**src/hdl/ldst_pkg.sv**
```systemverilog
/*
 * Load/store unit shared definitions
 * Operand widths, command field encodings and the depths
 * of the descriptor, token and data queues
 */
`default_nettype none

package ldst_pkg;

	////////////////////
	// Field widths
	localparam int DATA_W     = 32;
	localparam int ADDR_W     = 10;	// Length, stride, base
	localparam int ISSUE_NO_W = 8;
	localparam int DST_W      = 5;
	localparam int OP_TYPE_W  = 2;

	////////////////////
	// Queue depths
	localparam int DESC_DEPTH = 4;	// Descriptors and commit tokens
	localparam int DATA_DEPTH = 16;	// Data words per channel
	localparam int DESC_AW    = $clog2(DESC_DEPTH);
	localparam int DATA_AW    = $clog2(DATA_DEPTH);

	typedef logic [DATA_W-1:0]     data_t;
	typedef logic [ADDR_W-1:0]     address_t;
	typedef logic [ISSUE_NO_W-1:0] issue_no_t;	// Wraps around
	typedef logic [DST_W-1:0]      dst_t;
	typedef logic [OP_TYPE_W-1:0]  op_type_t;

	// Pointers carry one extra wrap bit
	typedef logic [DESC_AW:0] desc_ptr_t;
	typedef logic [DATA_AW:0] data_ptr_t;

	////////////////////
	// Command encodings
	localparam op_type_t OP_TYPE_MEM = 2'b11;	// Memory access
	localparam logic CLASS_LD = 1'b0;
	localparam logic CLASS_ST = 1'b1;

endpackage

`default_nettype wire

```
**src/hdl/mem_port_if.sv**
```systemverilog
/*
 * Memory-side port of one load/store channel
 * Descriptor request, per-word grant, end of access and data both ways
 */
`timescale 1ns/1ps
`default_nettype none

interface mem_port_if (
	input logic clock
);

	logic               req;		// Level, head descriptor waiting
	ldst_pkg::address_t len;
	ldst_pkg::address_t stride;
	ldst_pkg::address_t base;
	logic               grant;		// One strobe per word
	logic               end_access;	// Last word of the head descriptor
	ldst_pkg::data_t    rd_data;	// Loaded word
	ldst_pkg::data_t    wr_data;	// Word to store

	modport channel (
		input  clock,
		output req, len, stride, base, wr_data,
		input  grant, end_access, rd_data
	);

	modport memory (
		input  clock,
		input  req, len, stride, base, wr_data,
		output grant, end_access, rd_data
	);

endinterface

`default_nettype wire

```
**src/hdl/ldst_channel.sv**
```systemverilog
/*
 * One load/store channel
 * Queues access descriptors and offers the head to memory,
 * buffers data words in a FIFO and holds a commit token for
 * each finished access until the commit stage takes it
 */
`timescale 1ns/1ps
`default_nettype none

module ldst_channel (
	input  logic                clock,
	input  logic                rst_n,
	input  logic                accept,		// New command for this channel
	input  ldst_pkg::address_t  len,
	input  ldst_pkg::address_t  stride,
	input  ldst_pkg::address_t  base,
	input  ldst_pkg::issue_no_t issue_no,
	input  ldst_pkg::dst_t      dst,
	input  logic                data_push,
	input  ldst_pkg::data_t     push_data,
	input  logic                data_pop,
	output logic                data_avail,
	output ldst_pkg::data_t     pop_data,	// FIFO head
	mem_port_if.channel         mem,
	input  logic                token_grant,
	output logic                token_valid,
	output ldst_pkg::issue_no_t token_issue_no,
	output ldst_pkg::dst_t      token_dst,
	output logic                stall
);

	ldst_pkg::address_t  desc_len      [ldst_pkg::DESC_DEPTH];
	ldst_pkg::address_t  desc_stride   [ldst_pkg::DESC_DEPTH];
	ldst_pkg::address_t  desc_base     [ldst_pkg::DESC_DEPTH];
	ldst_pkg::issue_no_t desc_issue_no [ldst_pkg::DESC_DEPTH];
	ldst_pkg::dst_t      desc_dst      [ldst_pkg::DESC_DEPTH];
	ldst_pkg::desc_ptr_t desc_wr_ptr;
	ldst_pkg::desc_ptr_t desc_rd_ptr;
	logic                desc_empty;
	logic                push_desc;
	logic                pop_desc;

	ldst_pkg::issue_no_t tok_issue_no  [ldst_pkg::DESC_DEPTH];
	ldst_pkg::dst_t      tok_dst       [ldst_pkg::DESC_DEPTH];
	ldst_pkg::desc_ptr_t tok_wr_ptr;
	ldst_pkg::desc_ptr_t tok_rd_ptr;
	logic                pop_tok;
	ldst_pkg::desc_ptr_t slot_cnt;		// Accepted but not yet committed
	logic                slot_full;

	logic                end_q;
	ldst_pkg::issue_no_t end_issue_no_q;
	ldst_pkg::dst_t      end_dst_q;

	ldst_pkg::data_t     data_mem      [ldst_pkg::DATA_DEPTH];
	ldst_pkg::data_ptr_t data_wr_ptr;
	ldst_pkg::data_ptr_t data_rd_ptr;
	logic                data_full;
	logic                do_push;
	logic                do_pop;

	////////////////////
	// Descriptor queue
	assign desc_empty = (desc_wr_ptr == desc_rd_ptr);
	assign push_desc  = accept & ~stall;			// Dropped while stalled
	assign pop_desc   = mem.end_access & ~desc_empty;

	always_ff @(posedge clock or negedge rst_n) begin
		if (!rst_n) begin
			desc_wr_ptr <= '0;
			desc_rd_ptr <= '0;
		end else begin
			if (push_desc)
				desc_wr_ptr <= desc_wr_ptr + 1'b1;
			if (pop_desc)
				desc_rd_ptr <= desc_rd_ptr + 1'b1;
		end
	end

	always_ff @(posedge clock) begin
		if (push_desc) begin
			desc_len[desc_wr_ptr[ldst_pkg::DESC_AW-1:0]]      <= len;
			desc_stride[desc_wr_ptr[ldst_pkg::DESC_AW-1:0]]   <= stride;
			desc_base[desc_wr_ptr[ldst_pkg::DESC_AW-1:0]]     <= base;
			desc_issue_no[desc_wr_ptr[ldst_pkg::DESC_AW-1:0]] <= issue_no;
			desc_dst[desc_wr_ptr[ldst_pkg::DESC_AW-1:0]]      <= dst;
		end
	end

	assign mem.req    = ~desc_empty;
	assign mem.len    = desc_len[desc_rd_ptr[ldst_pkg::DESC_AW-1:0]];
	assign mem.stride = desc_stride[desc_rd_ptr[ldst_pkg::DESC_AW-1:0]];
	assign mem.base   = desc_base[desc_rd_ptr[ldst_pkg::DESC_AW-1:0]];

	////////////////////
	// Commit tokens
	// A finished access spends one cycle in the end stage first
	always_ff @(posedge clock or negedge rst_n) begin
		if (!rst_n)
			end_q <= 1'b0;
		else
			end_q <= pop_desc;
	end

	always_ff @(posedge clock) begin
		if (pop_desc) begin
			end_issue_no_q <= desc_issue_no[desc_rd_ptr[ldst_pkg::DESC_AW-1:0]];
			end_dst_q      <= desc_dst[desc_rd_ptr[ldst_pkg::DESC_AW-1:0]];
		end
		if (end_q) begin
			tok_issue_no[tok_wr_ptr[ldst_pkg::DESC_AW-1:0]] <= end_issue_no_q;
			tok_dst[tok_wr_ptr[ldst_pkg::DESC_AW-1:0]]      <= end_dst_q;
		end
	end

	assign token_valid    = (tok_wr_ptr != tok_rd_ptr);
	assign token_issue_no = tok_issue_no[tok_rd_ptr[ldst_pkg::DESC_AW-1:0]];
	assign token_dst      = tok_dst[tok_rd_ptr[ldst_pkg::DESC_AW-1:0]];
	assign pop_tok        = token_grant & token_valid;

	// One slot per command from accept to commit, so
	// neither the descriptor nor the token queue overflows
	always_ff @(posedge clock or negedge rst_n) begin
		if (!rst_n) begin
			tok_wr_ptr <= '0;
			tok_rd_ptr <= '0;
			slot_cnt   <= '0;
		end else begin
			if (end_q)
				tok_wr_ptr <= tok_wr_ptr + 1'b1;
			if (pop_tok)
				tok_rd_ptr <= tok_rd_ptr + 1'b1;
			if (push_desc && !pop_tok)
				slot_cnt <= slot_cnt + 1'b1;
			else if (pop_tok && !push_desc)
				slot_cnt <= slot_cnt - 1'b1;
		end
	end

	assign slot_full = (slot_cnt == ldst_pkg::desc_ptr_t'(ldst_pkg::DESC_DEPTH));

	////////////////////
	// Data FIFO
	assign data_avail = (data_wr_ptr != data_rd_ptr);
	assign data_full  = (ldst_pkg::data_ptr_t'(data_wr_ptr - data_rd_ptr)
		== ldst_pkg::data_ptr_t'(ldst_pkg::DATA_DEPTH));
	assign do_push    = data_push & ~data_full;
	assign do_pop     = data_pop & data_avail;

	always_ff @(posedge clock or negedge rst_n) begin
		if (!rst_n) begin
			data_wr_ptr <= '0;
			data_rd_ptr <= '0;
		end else begin
			if (do_push)
				data_wr_ptr <= data_wr_ptr + 1'b1;
			if (do_pop)
				data_rd_ptr <= data_rd_ptr + 1'b1;
		end
	end

	always_ff @(posedge clock) begin
		if (do_push)
			data_mem[data_wr_ptr[ldst_pkg::DATA_AW-1:0]] <= push_data;
	end

	assign pop_data    = data_mem[data_rd_ptr[ldst_pkg::DATA_AW-1:0]];
	assign mem.wr_data = pop_data;				// Store side reads the head

	assign stall = slot_full | data_full;

endmodule

`default_nettype wire

```
**src/hdl/vector_ldst_unit.sv**
```systemverilog
/*
 * Vector engine load/store unit
 * Decodes memory commands into a load and a store channel,
 * forwards loaded words as register write-back and offers
 * the older of the two waiting commit tokens first
 */
`timescale 1ns/1ps
`default_nettype none

module vector_ldst_unit (
	input  logic                clock,
	input  logic                rst_n,
	input  logic                cmd_valid,
	input  ldst_pkg::op_type_t  cmd_op_type,
	input  logic                cmd_class,		// 0 load, 1 store
	input  ldst_pkg::dst_t      cmd_dst,
	input  ldst_pkg::issue_no_t cmd_issue_no,
	input  ldst_pkg::data_t     src_data1,		// Length
	input  ldst_pkg::data_t     src_data2,		// Stride
	input  ldst_pkg::data_t     src_data3,		// Base
	input  ldst_pkg::issue_no_t cur_issue_no,
	input  logic                I_stall,		// Holds write-back
	output logic                ld_req,
	output ldst_pkg::address_t  ld_len,
	output ldst_pkg::address_t  ld_stride,
	output ldst_pkg::address_t  ld_base,
	input  logic                ld_grant,
	input  ldst_pkg::data_t     ld_data,
	input  logic                ld_end,
	output logic                st_req,
	output ldst_pkg::address_t  st_len,
	output ldst_pkg::address_t  st_stride,
	output ldst_pkg::address_t  st_base,
	output ldst_pkg::data_t     st_data,
	input  logic                st_grant,
	input  logic                st_end,
	input  logic                st_push,
	input  ldst_pkg::data_t     st_push_data,
	output logic                wb_valid,
	output ldst_pkg::data_t     wb_data,
	output logic                ld_stall,
	output logic                st_stall,
	output logic                commit_valid,
	output ldst_pkg::issue_no_t commit_issue_no,
	output ldst_pkg::dst_t      commit_dst,
	output logic                commit_is_store,
	input  logic                commit_grant
);

	logic                is_mem;
	logic                ld_accept;
	logic                st_accept;
	logic                ld_avail;
	logic                ld_pop;
	ldst_pkg::data_t     ld_pop_data;
	logic                ld_tok_valid;
	logic                st_tok_valid;
	ldst_pkg::issue_no_t ld_tok_issue_no;
	ldst_pkg::issue_no_t st_tok_issue_no;
	ldst_pkg::dst_t      ld_tok_dst;
	ldst_pkg::dst_t      st_tok_dst;
	ldst_pkg::issue_no_t ld_age;
	ldst_pkg::issue_no_t st_age;
	logic                sel_st;

	mem_port_if ld_mem (.clock(clock));
	mem_port_if st_mem (.clock(clock));

	////////////////////
	// Command decode
	assign is_mem    = cmd_valid & (cmd_op_type == ldst_pkg::OP_TYPE_MEM);
	assign ld_accept = is_mem & (cmd_class == ldst_pkg::CLASS_LD);
	assign st_accept = is_mem & (cmd_class == ldst_pkg::CLASS_ST);

	////////////////////
	// Memory side
	assign ld_mem.grant      = ld_grant;
	assign ld_mem.end_access = ld_end;
	assign ld_mem.rd_data    = ld_data;
	assign ld_req            = ld_mem.req;
	assign ld_len            = ld_mem.len;
	assign ld_stride         = ld_mem.stride;
	assign ld_base           = ld_mem.base;

	assign st_mem.grant      = st_grant;
	assign st_mem.end_access = st_end;
	assign st_mem.rd_data    = '0;			// Store reads nothing back
	assign st_req            = st_mem.req;
	assign st_len            = st_mem.len;
	assign st_stride         = st_mem.stride;
	assign st_base           = st_mem.base;
	assign st_data           = st_mem.wr_data;

	ldst_channel ld_channel (
		.clock          (clock),
		.rst_n          (rst_n),
		.accept         (ld_accept),
		.len            (ldst_pkg::address_t'(src_data1)),
		.stride         (ldst_pkg::address_t'(src_data2)),
		.base           (ldst_pkg::address_t'(src_data3)),
		.issue_no       (cmd_issue_no),
		.dst            (cmd_dst),
		.data_push      (ld_mem.grant),		// One beat per grant
		.push_data      (ld_mem.rd_data),
		.data_pop       (ld_pop),
		.data_avail     (ld_avail),
		.pop_data       (ld_pop_data),
		.mem            (ld_mem),
		.token_grant    (commit_grant & ~sel_st),
		.token_valid    (ld_tok_valid),
		.token_issue_no (ld_tok_issue_no),
		.token_dst      (ld_tok_dst),
		.stall          (ld_stall)
	);

	ldst_channel st_channel (
		.clock          (clock),
		.rst_n          (rst_n),
		.accept         (st_accept),
		.len            (ldst_pkg::address_t'(src_data1)),
		.stride         (ldst_pkg::address_t'(src_data2)),
		.base           (ldst_pkg::address_t'(src_data3)),
		.issue_no       (cmd_issue_no),
		.dst            (cmd_dst),
		.data_push      (st_push),
		.push_data      (st_push_data),
		.data_pop       (st_mem.grant),		// Memory takes the head word
		.data_avail     (),
		.pop_data       (),
		.mem            (st_mem),
		.token_grant    (commit_grant & sel_st),
		.token_valid    (st_tok_valid),
		.token_issue_no (st_tok_issue_no),
		.token_dst      (st_tok_dst),
		.stall          (st_stall)
	);

	////////////////////
	// Write-back
	assign ld_pop = ld_avail & ~I_stall;

	always_ff @(posedge clock or negedge rst_n) begin
		if (!rst_n)
			wb_valid <= 1'b0;
		else
			wb_valid <= ld_pop;
	end

	always_ff @(posedge clock) begin
		if (ld_pop)
			wb_data <= ld_pop_data;
	end

	////////////////////
	// Commit select
	// Age counts back from the current issue number, so wrap is harmless
	assign ld_age = cur_issue_no - ld_tok_issue_no;
	assign st_age = cur_issue_no - st_tok_issue_no;
	assign sel_st = st_tok_valid & (~ld_tok_valid | (st_age > ld_age));

	assign commit_valid    = ld_tok_valid | st_tok_valid;
	assign commit_issue_no = sel_st ? st_tok_issue_no : ld_tok_issue_no;
	assign commit_dst      = sel_st ? st_tok_dst : ld_tok_dst;
	assign commit_is_store = sel_st;

endmodule

`default_nettype wire

```
**config.mk**
```make
export PLATFORM = sky130hd
export DESIGN_NAME = vector_ldst_unit
export DESIGN_NICKNAME = d
export VERILOG_FILES = /design/src/hdl/ldst_pkg.sv /design/src/hdl/mem_port_if.sv /design/src/hdl/ldst_channel.sv /design/src/hdl/vector_ldst_unit.sv
export SDC_FILE = /design/constraint.sdc
export NUM_CORES = 1
export LEC_CHECK = 0
export ABC_AREA = 1
export ABC_CLOCK_PERIOD_IN_PS = 8900
export BUFFER_PORTS_ARGS = -buffer_cell sky130_fd_sc_hd__buf_2
export CORE_MARGIN = 5
export CORE_UTILIZATION = 30
export CTS_CLUSTER_DIAMETER = 120
export DETAILED_ROUTE_END_ITERATION = 8
export HOLD_SLACK_MARGIN = 0.06
export PLACE_DENSITY = 0.5
export SLEW_MARGIN = 15
export SYNTH_ARGS = -nofsm -noshare
export SYNTH_HDL_FRONTEND = slang
export SYNTH_SLANG_ARGS = --single-unit
```
**constraint.sdc**
```tcl
create_clock -name clock -period 8.9 [get_ports clock]
set_input_delay 0.89 -clock clock [delete_from_list [all_inputs] [get_ports clock]]
set_output_delay 0.89 -clock clock [all_outputs]
set_load 0.02 [all_outputs]
```
# After elaboration in Yosys (flattened, before gate mapping)
# Memory sizes are Yosys's and may differ from the RTL's. A register that Yosys moved wholly into a read port is not among the register bits.
# Index checks and enable logic that the tools add are counted.
# totals
in_bits	194
mem_count	16
reg_bits	53
ram_bits	1472
# mem_list
memory	depth	width	rd	rd_ports_with_merged_regs	write_ports	line_no	rtl
ld_channel.data_mem	16	32	1	1	1	ldst_channel.sv:55	ldst_pkg::data_t data_mem [ldst_pkg::DATA_DEPTH];
st_channel.data_mem	16	32	1	0	1	ldst_channel.sv:55	
ld_channel.desc_base	4	10	1	0	1	ldst_channel.sv:34	ldst_pkg::address_t desc_base [ldst_pkg::DESC_DEPTH];
ld_channel.desc_len	4	10	1	0	1	ldst_channel.sv:32	ldst_pkg::address_t desc_len [ldst_pkg::DESC_DEPTH];
ld_channel.desc_stride	4	10	1	0	1	ldst_channel.sv:33	ldst_pkg::address_t desc_stride [ldst_pkg::DESC_DEPTH];
st_channel.desc_base	4	10	1	0	1	ldst_channel.sv:34	
+10 memories	--	--	--	--	--	--	
# op_classes
n_eq_ne	11
n_reduce_logical	10
bitwise_logic	31
muxes	18
n_lt_le_gt_ge	1
addsub	20
# op_table
cell	n
$add 3x1->3 const B	10
$add 5x1->5 const B	4
$and 1x1->1	17
$sub 8x8->8	2
$mux 1	12
$mux 3	4
$eq 5x5->1 const B	2
$ne 5x5->1	2
$not 1->1	10
$sub 5x5->5	2
$gt 8x8->1	1
$mux 8	1
$eq 3x3->1	2
$eq 3x3->1 const B	2
$ne 3x3->1	2
$sub 3x1->3 const B	2
$mux 5	1
$logic_and 1x1->1	4
$logic_not 1->1	4
$or 1x1->1	4
$reduce_bool 2->1	2
$eq 2x2->1 const B	1

# Logic depth before layout (Yosys ltp)
# An unclocked memory read counts as a cell.
# depth
depth_word	11
mapped_depth	28

# Cells and area by module
# A second synthesis with hierarchy kept.
# hier_totals
cells_unflattened	4704
hier_area_um2	62851.5
# by_module_without_submodules
mod	area_per_inst_um2	n_inst	cells_each
ldst_channel (st_channel)	30412.9	1	2247
ldst_channel (ld_channel)	30409.2	1	2247
vector_ldst_unit	2029.4	1	210

# Least setup slack after synthesis
# OpenSTA, ideal clock, no wires.
# synth_timing
kind	flip-flop to flip-flop
start	register ld_channel.data_rd_ptr[2]
end	memory ld_channel.data_mem[12][0] (netlist bit), enable pin
path_stages_with_launch	14
t_required_ns	8.439
t_arrival_ns	4.088
slack_ns	4.351
setup_time_ns	0.461
path_cell_list	dfrtp_1 > buf_2 > inv_1 > clkbuf_1 > ha_1 > nand2_1 > inv_1 > nand2_1 > nand2_1 > xor2_1 > nand2_2 > nand2_4 > buf_2 > nor3_1
# synth_between
elab_chain_cells	6
# synth_lines
element	line_no	rtl
start, declared	ldst_channel.sv:57	ldst_pkg::data_ptr_t data_rd_ptr;
start signal, assigned	ldst_channel.sv:158	data_rd_ptr <= data_rd_ptr + 1'b1;
$sub 5x5->5	ldst_channel.sv:145	assign data_full = (ldst_pkg::data_ptr_t'(data_wr_ptr - data_rd_ptr)
$eq 5x5->1	ldst_channel.sv:146	== ldst_pkg::data_ptr_t'(ldst_pkg::DATA_DEPTH));
$not 1->1	ldst_channel.sv:147	assign do_push = data_push & ~data_full;
$and 1x1->1	ldst_channel.sv:147	
$mux 1	ldst_channel.sv:163	if (do_push)
$mux 1 (implied by the code)	ldst_channel.sv:164	data_mem[data_wr_ptr[ldst_pkg::DATA_AW-1:0]] <= push_data;
end, declared	ldst_channel.sv:55	
# No other way between the ends.

# Worst setup path in the final report
# layout_timing
start	register ld_channel.tok_rd_ptr[1]
end	output port commit_issue_no[1]
# layout_between
elab_chain_cells	6
elab_cells_between_ends	8
classes_between	add/sub (1); order compare (1); eq/ne (1); mux (1); bitwise (3); memory (1)
# layout_lines
element	line_no	rtl
start, declared	ldst_channel.sv:46	ldst_pkg::desc_ptr_t tok_rd_ptr;
start signal, assigned	ldst_channel.sv:132	tok_rd_ptr <= tok_rd_ptr + 1'b1;
$mem_v2 4x8	--	
$sub 8x8->8	vector_ldst_unit.sv:157	assign ld_age = cur_issue_no - ld_tok_issue_no;
$gt 8x8->1	vector_ldst_unit.sv:159	assign sel_st = st_tok_valid & (~ld_tok_valid | (st_age > ld_age));
$or 1x1->1	vector_ldst_unit.sv:159	
$and 1x1->1	vector_ldst_unit.sv:159	
$mux 8 (*)	vector_ldst_unit.sv:162	assign commit_issue_no = sel_st ? st_tok_issue_no : ld_tok_issue_no;
end, declared	vector_ldst_unit.sv:44	output ldst_pkg::issue_no_t commit_issue_no,
# Every way passes the cells marked *; elsewhere a longest branch is shown, timed or not.

==> flow_summary_export.csv <==
group,metric,value,unit
status,status,"complete, no violations",
worst_hold_path,holdCritPathClass,"input pin to async pin",
timing,setup_violations,0,
pwr,p_switching,10.0,mW
pwr,p_comb_share,34.8,%
floorplanning,die_h,464,um
route,via_per_inst,4.94,
critical_path,cp-start-kind,"register",
grt,grt_pass1_vias,36300,
cts,cts_tree,"built",
route,first_pass_iters,5,
timing,slew_headroom,23.8,%
floorplanning,rows,166,
synth,synth-simple-area-share,7.83,%
cts,postCtsResizedCells,0,
timing,fmax,157,MHz
critical_path,r2r_start,"ld_channel.tok_rd_ptr[1]$_DFFE_PN0P_",
grt,grt_max_degree,199,
route,drt-initial-drc-count,3051,
pwr,power-per-cell-area,360,nW/um^2
cts,numCtsBuffers,172,
cts,clk_path_buf_depth,3,
synth,yosys.area_share.adder,1.42,%
grt,grt_first_pass_wirelength,243000,um
cts,cts_hold_buf,0,
timing,worstMarginPinSlew,1.14,ns
synth,syn_nets,4746,
timing,fin_ws,2.53,ns
cells_and_area,final_cell_count_no_fill,7570,
critical_path,arrival,5.48,ns
pwr,internal_power,15.8,mW
cells_and_area,utilization,35.0,%
route,post_drt_wl_per_cell,21.9,um
synth,yosys.area.top_type,"edfxtp_1",
pwr,ir_drop,0.000385,V
synth,synth_top_family_by_area,"compound AO/OA/AOI/OAI gates",
timing,holdWs,0.160,ns
route,wl,165000,um
floorplanning,coreArea,205000,um^2
pwr,p_leak,23.6,nW
placement,io_buffer_count,271,
synth,yosysSeqAreaShare,76.3,%
timing,min_period,6.37,ns
timing,finalCritPeriodShare,71.6,%
grt,grt_overflow,0,
timing,final.setup.tns,0,ns
cts,root_buffer,"clkbuf_16",
critical_path,end_kind,"output port",
synth,ys_warn_count,0,
synth,synth_top_area_share,74.2,%
critical_path,crit_start,"ld_channel.tok_rd_ptr[1]$_DFFE_PN0P_",
timing,hold_viol,0,
pwr,p_sw_share,38.8,%
pwr,p_seq_share,38.4,%
timing,rsz0062_at_grt,"false",
run,cap_violations,0,
synth,ys_ff_latch,1583,
placement,pre_cts_ws,3.29,ns
placement,dp_hpwl,82800,um
placement,dp.cells,7237,
cts,insertion_delay,0.85,ns
route,ant_nets,0,
synth,synth_compound_area_share,10.8,%
cells_and_area,drive_above_1_share,13.4,%
synth,syn_inst,4484,
synth,syn_area_per_cell,13.8,um^2
placement,gp_congestion,0.733,
pwr,clockPowerShare,26.8,%
cells_and_area,synthToLayoutAreaGrowth,15.8,%
cells_and_area,fin_nets,4985,
floorplanning,die_w,464,um
route,drc,0,
cts,clkSinkCount,1583,
synth,syn_area,61900,um^2
timing,skew,0.0544,ns
critical_path,crit_required,8.01,ns
critical_path,critical_path.max_fanout,24,
grt,gr-usage-all-layers,14.9,%
cts,clkTransAtPathRegs,0.06,ns
synth,synth_xor_area_share,0.820,%
synth,yosys-top-cells-area,"edfxtp_1 (74%), o21ai_0 (5.8%), nor2_1 (4.5%)",
cts,cts_setup_buffers,0,
cts,ctsHtreeMaxLevel,4,
critical_path,critPathKind,"register to output port",
timing,slew_viol_final,0,
floorplanning,floorplan.initialDensity,30.2,%
floorplanning,pin_count,338,
floorplanning,dieArea,216000,um^2
synth,synthMuxAreaShare,0.0364,%
grt,antenna_found_initial,38,
route,via_count,37400,
synth,synth_cell_type_count,37,
-- state kept, by name, indices dropped and copies added (netlist names), 40 cells and up --
signal	count
st_channel.desc_stride	40
ld_channel.desc_base	40
st_channel.data_mem	512
ld_channel.desc_stride	40
ld_channel.desc_len	40
st_channel.desc_base	40
st_channel.desc_len	40
ld_channel.data_mem	512
-- cells in the final DEF, fill, tap and decap left out, types with 11 or more instances in the layout --
cell	instances
edfxtp_1	1530
nor2_1	726
o21ai_0	719
nand2_1	316
buf_2	270
o22ai_1	257
clkbuf_16	175
nand3_1	119
o221ai_1	98
inv_1	87
buf_4	72
ha_1	64
clkinv_1	47
clkbuf_1	44
dfrtp_1	44
xnor2_1	35
o211ai_1	33
a21oi_1	31
nor3_2	30
xor2_1	23
clkinv_2	18
diode_2	16
o21ai_1	12
nor2_4	12
nand4_1	11
bufinv_16	11
-- power by group through the flow --
stage               logic (mW)  clock network (mW)  registers, mW
floorplan                 6.05                   0           9.80
global placement          9.03                   0           10.1
detailed placement        9.07                   0           10.1
CTS                       9.10                7.11           9.94
global route              9.95                7.44           10.0
finish                    8.99                6.93           9.93
-- kinds of logic (layout without fill, tap and decap cells) --
group,after synthesis,after routing
and+or+nand+nor,1224,1224
AOI/OAI and AO/OA,1168,1168
other,0,16
adders and majority gates,68,68
muxes,2,2
xor gates and xnor gates,58,58
DFF,1583,1583
buffers and inverters,381,763
-- Yosys cell counts --
cell type and number:
xnor2_1 35, nand2_2 4, a21o_1 3, o211ai_1 33
dfrtp_1 53, clkinv_1 4, o22ai_1 257, or2_2 1
a21oi_1 31, clkbuf_2 8, o21ai_0 719, o21ai_2 1
xor2_1 23, buf_1 3, mux2_2 2, nand4_1 11
ha_1 64, a32oi_1 6, a31o_2 1, buf_6 13
o21ai_1 12, nand2_4 2, a21oi_2 1, buf_2 65
nand2_1 316, a32o_1 6, nand3_2 2, edfxtp_1 1530
nand3_1 119, nor2_1 738, inv_1 93, inv_2 5
buf_4 24, nor3_1 31, fa_1 4, clkbuf_1 166
o221ai_1 98
-- metal layers --
layer	up-vias	track usage, %	wire length, um
li1	17300	-	-
met1	18800	20.9	75000
met2	1053	23.0	74900
met3	253	3.78	11700
met4	24	4.35	3780
met5	-	0	152
-- area by class of cell --
cell class	instances	area [um^2]
Sequential cell	1583	47300
Multi-Input combinational cell	2520	13200
Antenna cell	16	40.0
Timing Repair Buffer	344	1930
Clock buffer	221	4570
Tap cell	2688	3360
Clock inverter	96	947
Fill cell	19700	133000
Inverter	102	397
-- through the flow --
| step | total power [mW] | instance area (um^2) |
|---|---|---|
| after floorplan | 15.8 | 61900 |
| after global placement | 19.1 | 66200 |
| after detailed placement | 19.2 | 66200 |
| after CTS | 26.2 | 71700 |
| after global routing | 27.4 | 71700 |
| final | 25.8 | 71700 |
-- worst paths after layout --
check                                                    endpoint  slack [ns]  depth (start not counted)
min in group clock         st_channel.desc_stride[1][5]$_DFFE_PP_        0.31                          1
min reg2reg                    st_channel.slot_cnt[2]$_DFFE_PN0P_        0.47                          1
max in group asynchronous   ld_channel.data_rd_ptr[0]$_DFFE_PN0P_        8.04                          1
max reg2reg                    st_channel.slot_cnt[2]$_DFFE_PN0P_        3.32                         24
min                          st_channel.tok_wr_ptr[1]$_DFFE_PN0P_        0.16                          1
max                                            commit_issue_no[1]        2.53                         19
-- critical path: stages, from the launching register on --
cell and delay (ns):
dfrtp_1 0.57, clkinv_1 0.56, a32oi_1 0.59, inv_1 0.10, ha_1 0.36, a21oi_1 0.21, nand2_1 0.12, nand4_1 0.09
o211ai_1 0.10, xor2_1 0.16, ha_1 0.31, nand2_1 0.08, nor2_1 0.14, nand4_1 0.09, nand2_1 0.14, nand2_1 0.08
nand2_2 0.35, inv_2 0.20, o21ai_0 0.19, buf_2 0.19
Note: power is estimated with default switching activity, not from simulation.
